`config.mk`:
```
export PLATFORM = sky130hd
export DESIGN_NAME = packet_generator_flat
export DESIGN_NICKNAME = d
export VERILOG_FILES = /design/src/verilog/fabric_ctrl_pkg.sv /design/src/verilog/axis_pkg.sv /design/src/verilog/fabric_if.sv /design/src/verilog/packet_generator.sv /design/src/flat_wrapper.sv
export SDC_FILE = /design/constraint.sdc
export NUM_CORES = 1
export LEC_CHECK = 0
export BUFFER_PORTS_ARGS = -buffer_cell sky130_fd_sc_hd__buf_2
export CAP_MARGIN = 20
export CORE_MARGIN = 2
export CORE_UTILIZATION = 55
export DETAILED_ROUTE_END_ITERATION = 12
export GPL_TIMING_DRIVEN = 0
export PLACE_DENSITY = 0.82
export SLEW_MARGIN = 0
export SYNTH_ARGS = -nofsm -noshare
export SYNTH_HDL_FRONTEND = slang
export SYNTH_SLANG_ARGS = --single-unit
```
`constraint.sdc`:
```
create_clock -name M_AXIS_ACLK -period 7.1 [get_ports M_AXIS_ACLK]
set_input_delay 0.355 -clock M_AXIS_ACLK [delete_from_list [all_inputs] [get_ports M_AXIS_ACLK]]
set_output_delay 0.355 -clock M_AXIS_ACLK [all_outputs]
set_load 0.05 [all_outputs]
```
`src/verilog/fabric_ctrl_pkg.sv`:
```
package fabric_ctrl_pkg;

  // packet generator FSM
  typedef enum logic [1:0] {
    GEN_IDLE = 2'b00, // waiting for a command
    GEN_WAIT = 2'b01, // start delay running
    GEN_SEND = 2'b10  // packet words on the stream
  } gen_state_t;

  // packet arbiter FSM
  typedef enum logic {
    ARB_SCAN = 1'b0, // looking for the next source
    ARB_HOLD = 1'b1  // granted source owns the output until tlast
  } arb_state_t;

endpackage

```
`src/verilog/axis_pkg.sv`:
```
package axis_pkg;

  ////////////////////////////////////////
  // stream-side defaults
  ////////////////////////////////////////

  localparam int DEFAULT_DATA_WIDTH   = 32;
  localparam int DEFAULT_NUM_CHANNELS = 4;
  localparam int DEFAULT_START_COUNT  = 8; // idle cycles before each packet

  ////////////////////////////////////////
  // command field types
  ////////////////////////////////////////

  // packet length minus one, so 1 to 256 words
  typedef logic [7:0] len_t;

  // two bits limit the fabric to four channels
  typedef logic [1:0] chan_t;

endpackage
```
`src/verilog/fabric_if.sv`:
```
// one AXI4-Stream link from a generator to the arbiter
interface axis_if import axis_pkg::*; #(
  parameter int DATA_WIDTH = DEFAULT_DATA_WIDTH
);

  logic                    tvalid;
  logic                    tready;
  logic [DATA_WIDTH-1:0]   tdata;
  logic [DATA_WIDTH/8-1:0] tstrb;
  logic                    tlast;

  modport source (
    output tvalid, tdata, tstrb, tlast,
    input  tready
  );

  modport sink (
    input  tvalid, tdata, tstrb, tlast,
    output tready
  );

endinterface

// one command link from the router to a generator
interface gen_cmd_if import axis_pkg::*; #(
  parameter int DATA_WIDTH = DEFAULT_DATA_WIDTH
);

  logic                  valid;
  logic                  ready;
  len_t                  length;
  logic [DATA_WIDTH-1:0] base;

  modport router (output valid, length, base, input ready);

  modport gen (input valid, length, base, output ready);

endinterface

```
`src/verilog/packet_generator.sv`:
```
module packet_generator import axis_pkg::*, fabric_ctrl_pkg::*; #(
  parameter int DATA_WIDTH  = DEFAULT_DATA_WIDTH,
  parameter int START_COUNT = DEFAULT_START_COUNT
) (
  input  logic   M_AXIS_ACLK,
  input  logic   M_AXIS_ARESETN,
  gen_cmd_if.gen cmd,
  axis_if.source axis
);

  localparam int WAIT_W = $clog2(START_COUNT + 1);

  gen_state_t            state;
  logic [WAIT_W-1:0]     wait_cnt;
  len_t                  word_cnt;
  len_t                  length_q;
  logic [DATA_WIDTH-1:0] data_q;
  logic                  cmd_take;
  logic                  word_take;
  logic                  wait_done;

  assign cmd_take  = cmd.valid && cmd.ready;
  assign word_take = axis.tvalid && axis.tready;
  assign wait_done = (wait_cnt == WAIT_W'(START_COUNT - 1));

  ////////////////////////////////////////
  // control FSM
  ////////////////////////////////////////

  always_ff @(posedge M_AXIS_ACLK) begin
    if (!M_AXIS_ARESETN) begin
      state    <= GEN_IDLE;
      wait_cnt <= '0;
      word_cnt <= '0;
    end else begin
      case (state)
        GEN_IDLE: begin
          if (cmd_take) begin
            state    <= GEN_WAIT;
            wait_cnt <= '0;
            word_cnt <= '0;
          end
        end
        GEN_WAIT: begin
          if (wait_done) begin
            state <= GEN_SEND; // tvalid comes up with this edge
          end else begin
            wait_cnt <= wait_cnt + 1'b1;
          end
        end
        GEN_SEND: begin
          if (word_take) begin
            if (axis.tlast) begin
              state <= GEN_IDLE;
            end else begin
              word_cnt <= word_cnt + 1'b1;
            end
          end
        end
        default: state <= GEN_IDLE;
      endcase
    end
  end

  ////////////////////////////////////////
  // payload
  ////////////////////////////////////////

  always_ff @(posedge M_AXIS_ACLK) begin
    if (cmd_take) begin
      length_q <= cmd.length;
      data_q   <= cmd.base + DATA_WIDTH'(1); // first word is base plus one
    end else if (word_take) begin
      data_q <= data_q + DATA_WIDTH'(1);
    end
  end

  assign cmd.ready   = (state == GEN_IDLE);
  assign axis.tvalid = (state == GEN_SEND);
  assign axis.tdata  = data_q;
  assign axis.tstrb  = '1;
  assign axis.tlast  = (word_cnt == length_q);

  ////////////////////////////////////////
  // checks
  ////////////////////////////////////////

  // a stalled word stays offered and unchanged until the arbiter takes it
  a_tvalid_hold : assert property (
    @(posedge M_AXIS_ACLK) disable iff (!M_AXIS_ARESETN)
    axis.tvalid && !axis.tready |=>
      axis.tvalid && $stable(axis.tdata) && $stable(axis.tlast)
  );

  // an accepted command blocks the channel through the whole start delay
  a_busy_after_cmd : assert property (
    @(posedge M_AXIS_ACLK) disable iff (!M_AXIS_ARESETN)
    cmd_take |=> (state == GEN_WAIT && !cmd.ready) [*START_COUNT]
      ##1 (state == GEN_SEND && !cmd.ready)
  );

endmodule

```
`src/flat_wrapper.sv`:
```
// flat-port wrapper written by rule: the top's interface ports become plain ports
module packet_generator_flat import axis_pkg::*, fabric_ctrl_pkg::*;
#(
  parameter int DATA_WIDTH  = DEFAULT_DATA_WIDTH,
  parameter int START_COUNT = DEFAULT_START_COUNT
)
  (M_AXIS_ACLK, M_AXIS_ARESETN, cmd_valid, cmd_length, cmd_base, cmd_ready, axis_tvalid, axis_tdata, axis_tstrb, axis_tlast, axis_tready);
  gen_cmd_if #(.DATA_WIDTH(DATA_WIDTH)) cmd_i ();
  axis_if #(.DATA_WIDTH(DATA_WIDTH)) axis_i ();
  input  logic M_AXIS_ACLK;
  input  logic M_AXIS_ARESETN;
  input wire logic [$bits(cmd_i.valid)-1:0] cmd_valid;
  input wire logic [$bits(cmd_i.length)-1:0] cmd_length;
  input wire logic [$bits(cmd_i.base)-1:0] cmd_base;
  output wire logic [$bits(cmd_i.ready)-1:0] cmd_ready;
  output wire logic [$bits(axis_i.tvalid)-1:0] axis_tvalid;
  output wire logic [$bits(axis_i.tdata)-1:0] axis_tdata;
  output wire logic [$bits(axis_i.tstrb)-1:0] axis_tstrb;
  output wire logic [$bits(axis_i.tlast)-1:0] axis_tlast;
  input wire logic [$bits(axis_i.tready)-1:0] axis_tready;
  assign cmd_i.valid = cmd_valid;
  assign cmd_i.length = cmd_length;
  assign cmd_i.base = cmd_base;
  assign cmd_ready = cmd_i.ready;
  assign axis_tvalid = axis_i.tvalid;
  assign axis_tdata = axis_i.tdata;
  assign axis_tstrb = axis_i.tstrb;
  assign axis_tlast = axis_i.tlast;
  assign axis_i.tready = axis_tready;
  packet_generator #(.DATA_WIDTH(DATA_WIDTH), .START_COUNT(START_COUNT)) u_core (.M_AXIS_ACLK(M_AXIS_ACLK), .M_AXIS_ARESETN(M_AXIS_ARESETN), .cmd(cmd_i), .axis(axis_i));
endmodule
```
# Word-level counts from Yosys, hierarchy flattened
# Cells that the tools add are included.
[classes]
addsub = 4
n_reduce_logical = 9
eq_ne = 10
mux = 14
[op_table]
columns = ["operator", "n"]
rows = [
  ["32-bit by 1-bit adder with 32-bit output (second input constant)", 2],
  ["32-bit two-way mux", 2],
  ["8-bit two-way mux", 3],
  ["8-bit one-hot mux with 2 select lines", 1],
  ["2-bit != test (second input constant)", 5],
  ["8-bit by 1-bit adder with 8-bit output (second input constant)", 1],
  ["8-bit == test", 1],
  ["2-bit two-way mux", 4],
  ["4-bit two-way mux", 2],
  ["4-bit one-hot mux with 2 select lines", 1],
  ["4-bit AND reduction", 2],
  ["2-bit one-hot mux with 3 select lines", 1],
  ["2-bit nonzero test", 3],
  ["4-bit by 1-bit adder with 4-bit output (second input constant)", 1],
  ["4-bit by 3-bit == test with 1-bit output (second input constant)", 1],
  ["3-bit AND reduction", 1],
  ["2-bit by 1-bit == test with 1-bit output (second input constant)", 1],
  ["2-bit == test (second input constant)", 1],
  ["1-bit logical AND", 2],
  ["2-bit zero test", 1],
  ["2-bit by 1-bit != test with 1-bit output (second input constant)", 1],
]
[word_totals]
reg_bits = 54
in_bits = 44
out_inout_bits = 39

# Depth between registers and ports, before layout
# Gate-level depths: netlist of the first run.
[logic_depth]
word_depth = 4
mapped_depth = 14

# Worst setup path after synthesis of the first run
# OpenSTA, ideal clock, no wires.
[synth_timing]
path_type = "input to register"
start = "input port cmd_valid"
end = "register u_core.data_q[28] (netlist: u_core.axis.tdata[28]), data pin"
path_slack_ps = 3955
setup_time_ps = 271
required_time_ps = 6829
n_path_buf = 3
path_stages = 13
arrival_ps = 2874
path_cell_list = "or3b_4 > buf_6 > clkbuf_1 > buf_1 > nand2_1 > nand2_1 > ha_1 > nand2_1 > mux2i_1 > nand2b_4 > nor4_1 > xnor2_1 > mux2i_1"
[synth_via]
elab_chain_cells = 2
[synth_rtl]
columns = ["element", "line_no", "source"]
rows = [
  ["start: declaration", "flat_wrapper.sv:12", "input wire logic [$bits(cmd_i.valid)-1:0] cmd_valid;"],
  ["1-bit logical AND", "packet_generator.sv:22", "assign cmd_take = cmd.valid && cmd.ready;"],
  ["32-bit two-way mux", "packet_generator.sv:70", "if (cmd_take) begin"],
  ["end signal: assignment", "packet_generator.sv:72", "data_q <= cmd.base + DATA_WIDTH'(1);"],
  ["end signal: assignment", "packet_generator.sv:74", "data_q <= data_q + DATA_WIDTH'(1);"],
  ["end: declaration", "packet_generator.sv:17", "logic [DATA_WIDTH-1:0] data_q;"],
]
# Every way passes these cells.
# A chain may end at the register's enable or synchronous reset.

# Worst setup path in the final report of the first run
[layout_timing]
start = "register u_core.state[1]"
end = "register u_core.data_q[30] (netlist: u_core.axis.tdata[30]), data pin"
[layout_via]
elab_chain_cells = 3
[layout_rtl]
columns = ["element", "line_no", "source"]
rows = [
  ["start: declaration", "packet_generator.sv:13", "gen_state_t state;"],
  ["start signal: assignment", "packet_generator.sv:32", "state <= GEN_IDLE;"],
  ["start signal: assignment", "packet_generator.sv:39", "state <= GEN_WAIT;"],
  ["start signal: assignment", "packet_generator.sv:46", "state <= GEN_SEND;"],
  ["2-bit zero test", "packet_generator.sv:78", "assign cmd.ready = (state == GEN_IDLE);"],
  ["1-bit logical AND", "packet_generator.sv:22", ""],
  ["32-bit two-way mux", "packet_generator.sv:70", ""],
]
# Every way passes these cells.

==> results of run 1 <==
## critical path, delay by kind of cell, from the launching register on
family	cells	cell delay [ps]
adders and majority gates	1	200
DFF	1	400
AOI/OAI and AO/OA	1	310
xor gates and xnor gates	1	140
buffers and inverters	3	1230
muxes	1	510
and+or+nand+nor	6	870
## final cells by class
cell class	instances	area (sq um)	area share, %
multi-input combinational	281	1900	45.9
sequential	54	1480	35.8
timing repair buffer	79	418	10.1
clock buffer	6	93.8	2.27
tap	75	93.8	2.27
buffer	13	90.1	2.18
clock inverter	2	38.8	0.937
inverter	6	22.5	0.544
## cells in the mapped netlist, types with 2 or more instances
cell	instances	area (sq um)
buf_2	3	15.0
buf_4	4	30.0
nor4_1	10	62.6
nand4_1	7	43.8
a22oi_1	3	22.5
xor2_1	24	210
a31oi_1	8	50.1
buf_6	3	33.8
nor3b_1	6	45.0
and3_1	5	31.3
clkbuf_1	2	7.51
xnor2_1	24	210
nor3_1	12	60.1
nor2b_1	2	12.5
a21oi_1	12	60.1
ha_1	3	37.5
o21ai_0	6	30.0
dfxtp_1	14	280
nand2b_1	2	12.5
edfxtp_1	40	1200
mux2i_1	31	310
inv_1	5	18.8
nand2_1	47	176
or3_1	2	12.5
nor4_2	3	37.5
nand3_1	32	160
nor2_1	17	63.8
## per-stage QoR
| stage | hold WS (ps) | instances | cell area, sq um |
|---|---|---|---|
| 4_1_cts | 205 | 516 | 4140 |
| 3_3_place_gp | 476 | 507 | 3980 |
| 2_1_floorplan | 454 | 354 | 3490 |
| 3_5_place_dp | 482 | 508 | 4010 |
| 6_report | 210 | 516 | 4140 |
| 5_1_grt | 186 | 516 | 4140 |
## cells in the final DEF (no fill, tap or decap), types with 14 or more instances in the layout
cell type / instances
buf_2: 81
nand2_1: 47
edfxtp_1: 40
nand3_1: 32
mux2i_1: 31
xnor2_1: 24
xor2_1: 24
nor2_1: 17
dfxtp_1: 14
## flip-flops by register name, summed over array words and instances, names as in the netlist
name / cells
u_core.axis.tdata: 32
u_core.length_q: 8
u_core.state: 2
u_core.wait_cnt: 4
u_core.word_cnt: 8
## layer usage
metal / GRT usage [%] / part of all wire (%)
met1: 32.5 / 44
met2: 39.6 / 47
met3: 6.13 / 6.7
met4: 8.06 / 2.1
met5: 0 / 0
## power breakdown
group          switching, mW  internal (mW)
Combinational          0.146         0.0675
Clock                  0.109          0.127
Sequential            0.0233          0.369
Total                  0.279          0.564
## kinds of logic after synthesis
logic type / share of synthesized area, %
fa+ha+maj: 1.08
xor+xnor: 12.1
compound gates: 7.44
mux: 9.67
other cells: 0.108
flops: 42.5
simple gates: 23.9
buf+inv: 3.23
## worst max-delay path by stage
| stage | start | end | slack, ps | cells past startpoint |
|---|---|---|---|---|
| 6_report | u_core.state[1]$_SDFFE_PN0P_ | u_core.axis.tdata[30]$_DFFE_PP_ | 3190 | 13 |
| 5_1_grt | u_core.state[1]$_SDFFE_PN0P_ | u_core.axis.tdata[12]$_DFFE_PP_ | 2860 | 13 |
| 4_1_cts | u_core.state[1]$_SDFFE_PN0P_ | u_core.axis.tdata[28]$_DFFE_PP_ | 3260 | 13 |
| 3_5_place_dp | cmd_valid | u_core.axis.tdata[28]$_DFFE_PP_ | 3100 | 14 |
| 3_3_place_gp | cmd_valid | u_core.axis.tdata[30]$_DFFE_PP_ | 3160 | 14 |
| 2_1_floorplan | cmd_valid | u_core.axis.tdata[28]$_DFFE_PP_ | 3950 | 13 |
==> reports/qor.yml, run 1 <==
yosys:
  async_flop_share_pct: 0
  ys_seq_area_share_pct: 42.5
  syn_inst: 351
  synthFlopType: "edfxtp_1"
  ys.warnings.count: 0
  ys_ff_latch: 54
  synth_edf_count: 40
  syn_area_sq_mm: 0.00348
  syn_avg_cell_area_sq_um: 9.92
  netlist-cell-type-count: 51
grt:
  antenna_found_initial: 0
  grt_max_degree: 20
  grt_overflow: 0
  gr-usage-all-layers_pct: 24.6
  grt_pass1_vias: 2938
  grt_pass1_wl_mm: 14.0
sta:
  post-route-period-util_pct: 55.1
  fin_crit_ps: 3910
  worst_slew_pin_slew_ps: 816
  setup_ws_ps: 3190
  setup_violations: 0
  slew_headroom_pct: 45.4
  slew_violations: 0
  hold_violations: 0
  setup_tns_ps: 0
  rsz0062_at_grt: "false"
  max_freq_ghz: 0.256
  clock-skew-final_ps: 10.4
routing:
  vias: 3057
  finalWirelength_mm: 8.52
  drcViolationCount: 0
  routed_via_density: 5.92
  wl_per_cell_um: 16.5
  ant_nets: 0
  drt_pre_antenna_iters: 5
  drt-initial-drc-count: 282
power_and_ir_drop:
  ir_drop_mv: 0.114
  total_power_mw: 0.842
  power_per_cell_area_mw_per_mm2: 204
  p_leak_nw: 1.65
cts:
  htree_levels: 2
  cts_made_buffers: 5
  clk_latency_ps: 320
  post-cts-setup-buffers: 0
  cts_resized: 0
  hold_buffers: 0
  cts-root-buf: "clkbuf_8"
  cts_tree: "built"
  clk_pin_slew_ps: 110
  clock_sinks: 54
  clockBufferDepth: 2
placement:
  gp_congestion: 0.891
  place_worst_setup_slack_ps: 3100
  io_buffers: 78
  dp_hpwl_mm: 6.26
critical_path:
  reg2reg_slack_ps: 3190
  worst_path_most_repeated_cell: "nand2_1"
  crit_arrival_ps: 4000
  slowest_delay_ps: 540
  start_kind: "register"
  critPathKind: "register to register"
  cp_max_fo: 10
  crit_required_ps: 7190
  worstReg2RegEnd: "u_core.axis.tdata[30]$_DFFE_PP_"
  slowest_stage: "clkbuf_1"
  reg2reg_from: "u_core.state[1]$_SDFFE_PN0P_"
  rr_worst_depth: 13
  crit_chain: "or3b_4 -> buf_6 -> clkbuf_1 -> buf_1 -> nand2_1 -> nand2_1 -> ha_1 -> nand2_1 -> mux2i_1 -> o211ai_1 -> nor2_1 -> nand2_1 -> xor2_1"
  end_kind: "register"
outcome:
  status: "complete, no violations"
hold_path:
  hold_depth: 1
  hold_class: "input port to register"
  hold_start: "cmd_length[5]"
  whs_endpoint: "u_core.length_q[5]$_DFFE_PN_"
flow_run:
  drv_cap: 0
layout:
  antennaDiodeCount: 0
  nets: 487
  fin_util_pct: 68.7
  drive_gt1_share_pct: 25.4
  syn_to_final_growth_pct: 18.8
  fillCellCount: 490
floorplanning:
  die_w_um: 83.6
  ios: 83
  rows: 28
  coreArea_sq_mm: 0.00603
  start_util_pct: 57.8
  die_h_um: 83.6
  die_area_sq_mm: 0.00698
(Power assumes the default switching activity.)
==> run 2, diff against run 1 <==
- CORE_UTILIZATION: 55 -> 54
- PLACE_DENSITY: 0.82 -> 0.8
- clock period: 7.1 -> 3.9 ns (I/O delays scaled with it)
==> reports/qor.yml, run 2 (synthesis results as in run 1) <==
sta:
  clock-skew-final_ps: 12.0
  fin_crit_ps: 3600
  whs_ps: 56.3
  max_freq_ghz: 0.278
  slew_violations: 0
  setup_violations: 0
  hold_violations: 0
  worst_slew_pin_slew_ps: 867
  rsz0062_at_grt: "false"
  slew_headroom_pct: 42.0
  post-route-period-util_pct: 92.3
  setup_tns_ps: 0
routing:
  routed_via_density: 5.93
  wl_per_cell_um: 16.6
  ant_nets: 0
  drcViolationCount: 0
  drt_pre_antenna_iters: 4
  vias: 3061
  drt-initial-drc-count: 286
  finalWirelength_mm: 8.59
grt:
  grt_use_met3_pct: 3.15
  busiest_layer: "met2"
  grtUsageMet1_pct: 32.7
  gr-usage-all-layers_pct: 24.0
  met2_usage_pct: 39.6
  antenna_found_initial: 0
  grt_pass1_vias: 2909
  grt_overflow: 0
  grt_pass1_wl_mm: 13.9
  grt_max_degree: 36
cts:
  cts_tree: "built"
  cts-root-buf: "clkbuf_8"
  clk_latency_ps: 310
  htree_levels: 2
  clk_pin_slew_ps: 100
  clockBufferDepth: 2
  hold_buffers: 0
  cts_resized: 0
  post-cts-setup-buffers: 0
  cts_made_buffers: 5
  clock_sinks: 54
power_and_ir_drop:
  total_power_mw: 1.47
  ir_drop_mv: 0.208
  power_per_cell_area_mw_per_mm2: 359
  p_leak_nw: 1.63
critical_path:
  worst_path_most_repeated_cell: "nand2_1"
  crit_required_ps: 3950
  slowest_stage: "or3b_4"
  critPathBufInv: 4
  end_kind: "register"
  slowest_delay_ps: 460
  cp_max_fo: 17
  start_kind: "register"
  crit_arrival_ps: 3650
  crit_chain: "or3b_4 -> inv_2 -> buf_6 -> buf_6 -> buf_2 -> nand2_1 -> nand2_1 -> ha_1 -> nand2_1 -> mux2i_2 -> nor3b_2 -> nand2_1 -> xor2_1 -> mux2i_1"
  critPathKind: "register to register"
  path_delay_family: "simple AND/OR/NAND/NOR gates"
layout:
  syn_to_final_growth_pct: 17.6
  fillCellCount: 523
  seqCellArea_sq_mm: 0.00148
  final_common_cell: "buf_2"
  drive_gt1_share_pct: 25.7
  largest_register_ffs: 32
  antennaDiodeCount: 0
  final_cell_mix: "buf_2 (81), nand2_1 (46), edfxtp_1 (40), nand3_1 (32), mux2i_1 (30)"
  nets: 485
  multi_input_area_sq_mm: 0.00191
placement:
  gp_congestion: 0.954
  io_buffers: 78
  dp_hpwl_mm: 6.26
floorplanning:
  die_w_um: 84.3
  rows: 29
  start_util_pct: 55.5
  die_h_um: 84.3
  die_area_sq_mm: 0.00711
  ios: 83
  coreArea_sq_mm: 0.00628
flow_run:
  drv_cap: 0
outcome:
  status: "complete, no violations"
hold_path:
  hold_class: "input port to register"
-- run 2: cell count changes in the layout (fill, tap and decap cells not counted) --
| cell | delta |
|---|---|
| clkbuf_2 | +1 |
| nand2_1 | -1 |
| buf_16 | -1 |
| clkbuf_8 | +1 |
| mux2i_1 | -1 |
| buf_1 | -1 |
| mux2i_2 | +1 |
| clkinv_4 | -1 |
| nand2_2 | +1 |
| bufinv_16 | -1 |
-- run 2: per-stage QoR --
step                setup slack, ps  std cells  utilization [%]  instance area [sq um]
floorplan                       760        354                -                   3490
global placement                103        509             63.4                   3980
detailed placement             82.4        509             63.4                   3980
CTS                            62.0        517             65.2                   4090
global route                   91.2        516             65.2                   4100
finish                          299        516             65.2                   4100
-- run 2: path summary, 6_finish.rpt --
path / depth (start not counted) / endpoint / from / slack, ps
setup / recovery: 14 / u_core.axis.tdata[12]$_DFFE_PP_ / u_core.state[1]$_SDFFE_PN0P_ / 300
hold / removal: 1 / u_core.length_q[7]$_DFFE_PN_ / cmd_length[7] / 60
setup reg to reg: 14 / u_core.axis.tdata[12]$_DFFE_PP_ / u_core.state[1]$_SDFFE_PN0P_ / 300
hold reg to reg: 2 / u_core.wait_cnt[1]$_SDFFE_PN0P_ / u_core.wait_cnt[1]$_SDFFE_PN0P_ / 510
-- run 2: layout make-up --
class | instances | area share [%]
Buffer | 12 | 2.14
Clock buffer | 8 | 2.72
Inverter | 6 | 0.550
Multi-Input combinational cell | 281 | 46.5
Sequential cell | 54 | 36.2
Tap cell | 77 | 2.35
Timing Repair Buffer | 78 | 9.53
-- run 2: worst reg2reg max path, stage by stage (launching register included) --
cell and delay, ps:
dfxtp_1 350, or3b_4 460, inv_2 120, buf_6 160, buf_6 170, buf_2 430
nand2_1 110, nand2_1 90, ha_1 200, nand2_1 80, mux2i_2 390, nor3b_2 400
nand2_1 120, xor2_1 160, mux2i_1 90
-- run 2: report_power, final --
part	switching, mW	internal (mW)
Clock	0.188	0.184
Sequential	0.0431	0.672
Combinational	0.265	0.119
Total	0.496	0.975
-- run 2: routing by layer --
metal  vias up  wire length [um]
li1       1455                 -
met5         -                 0
met1      1461              3860
met2       130              4070
met3        15               515
met4         0               138
==> run 3, diff against run 2 <==
- CORE_UTILIZATION: 54 -> 55
- CTS_BUF_LIST: unset -> sky130_fd_sc_hd__clkbuf_4
- PLACE_DENSITY: 0.8 -> 0.82
==> reports/qor.yml, run 3 (synthesis results as in run 1) <==
routing:
  drt_pre_antenna_iters: 7
  routed_via_density: 5.89
  vias: 3080
  drt-initial-drc-count: 347
  finalWirelength_mm: 8.42
  ant_nets: 0
  wl_per_cell_um: 16.1
  drcViolationCount: 0
sta:
  setup_tns_ps: 0
  post-route-period-util_pct: 90.2
  hold_violations: 0
  whs_ps: 83.0
  slew_violations: 0
  slew_headroom_pct: 46.3
  max_freq_ghz: 0.284
  worst_slew_pin_slew_ps: 803
  fin_crit_ps: 3520
  rsz0062_at_grt: "false"
  clock-skew-final_ps: 13.0
  setup_violations: 0
  setup_ws_ps: 383
cts:
  clockBufferDepth: 2
  cts-root-buf: "clkbuf_4"
  cts_made_buffers: 5
  cts_tree: "built"
  clock_sinks: 54
  htree_levels: 2
  clk_latency_ps: 400
  clk_pin_slew_ps: 170
critical_path:
  rr_worst_depth: 14
  end_kind: "register"
  critPathKind: "register to register"
  reg2reg_from: "u_core.state[1]$_SDFFE_PN0P_"
  crit_arrival_ps: 3670
  crit_start: "u_core.state[1]$_SDFFE_PN0P_"
  start_kind: "register"
  crit_required_ps: 4050
  cp_max_fo: 17
layout:
  largest_register_ffs: 32
  fin_util_pct: 69.6
  final_cell_mix: "buf_2 (81), nand2_1 (47), edfxtp_1 (40), nand3_1 (32), mux2i_1 (30)"
  nets: 494
  fin_area_sq_mm: 0.00419
  drive_gt1_share_pct: 25.2
  syn_to_final_growth_pct: 20.4
  final_common_cell: "buf_2"
  antennaDiodeCount: 0
hold_path:
  hold_depth: 2
  hold_start: "M_AXIS_ARESETN"
  hold_class: "input port to register"
floorplanning:
  die_area_sq_mm: 0.00698
  die_w_um: 83.6
  ios: 83
  die_h_um: 83.6
  rows: 28
  start_util_pct: 57.8
  coreArea_sq_mm: 0.00603
placement:
  dpl_cell_area_sq_mm: 0.00401
  place_worst_setup_slack_ps: 60.7
  gp_congestion: 0.891
  dp_hpwl_mm: 6.26
  io_buffers: 78
grt:
  grt_max_degree: 20
  met2_usage_pct: 38.8
  gr-usage-all-layers_pct: 24.3
  antenna_found_initial: 0
  grt_pass1_vias: 2895
  grt_use_met3_pct: 4.65
  grt_pass1_wl_mm: 13.8
  grtUsageMet1_pct: 33.1
  busiest_layer: "met2"
  grt_overflow: 0
power_and_ir_drop:
  power_per_cell_area_mw_per_mm2: 357
  p_leak_nw: 1.67
  ir_drop_mv: 0.199
flow_run:
  drv_cap: 0
outcome:
  status: "complete, no violations"
==> run 3: cell type report <==
class	count	area (sq um)
Buffer	12	86.3
Clock buffer	5	37.5
Clock inverter	3	68.8
Fill cell	482	1830
Inverter	6	22.5
Multi-Input combinational cell	281	1900
Sequential cell	54	1480
Tap cell	75	93.8
Timing Repair Buffer	87	498
==> run 3: path summary, 6_finish.rpt <==
kind	to	slack [ps]
setup reg to reg	u_core.axis.tdata[28]$_DFFE_PP_	380
hold / removal	u_core.state[1]$_SDFFE_PN0P_	80
setup / recovery	u_core.axis.tdata[28]$_DFFE_PP_	380
hold reg to reg	u_core.wait_cnt[1]$_SDFFE_PN0P_	510
==> run 3: metal layers <==
metal	vias to the layer above	part of all wire, %
li1	1472	-
met1	1444	44
met2	144	47
met3	20	6.3
met4	0	2.0
met5	-	0
==> run 3: power by group <==
| part | switching, mW | total [mW] | internal (mW) |
|---|---|---|---|
| clock network | 0.189 | 0.390 | 0.201 |
| logic | 0.266 | 0.394 | 0.128 |
| registers | 0.0418 | 0.714 | 0.672 |
==> run 3: repair_timing <==
item,in CTS,in global routing
hold buffers,8,0
resized for setup,0,1
endpoints found under the setup margin,0,10
setup buffers,0,0
endpoints found under the hold margin,8,0
==> run 3: metrics by stage <==
step	instances	power, mW
2_1_floorplan	354	0.996
3_3_place_gp	507	1.10
4_1_cts	524	1.50
3_5_place_dp	508	1.11
5_1_grt	523	1.56
6_report	523	1.50
==> run 3: worst max-delay path, stage by stage (launching register included) <==
cell,delay [ps]
dfxtp_1,370
or3b_4,460
inv_2,110
buf_6,160
buf_6,160
buf_2,400
nand2_1,100
nand2_1,90
ha_1,220
nand2_1,90
mux2i_2,370
nand2b_4,130
nor4_1,360
xnor2_1,170
mux2i_1,100
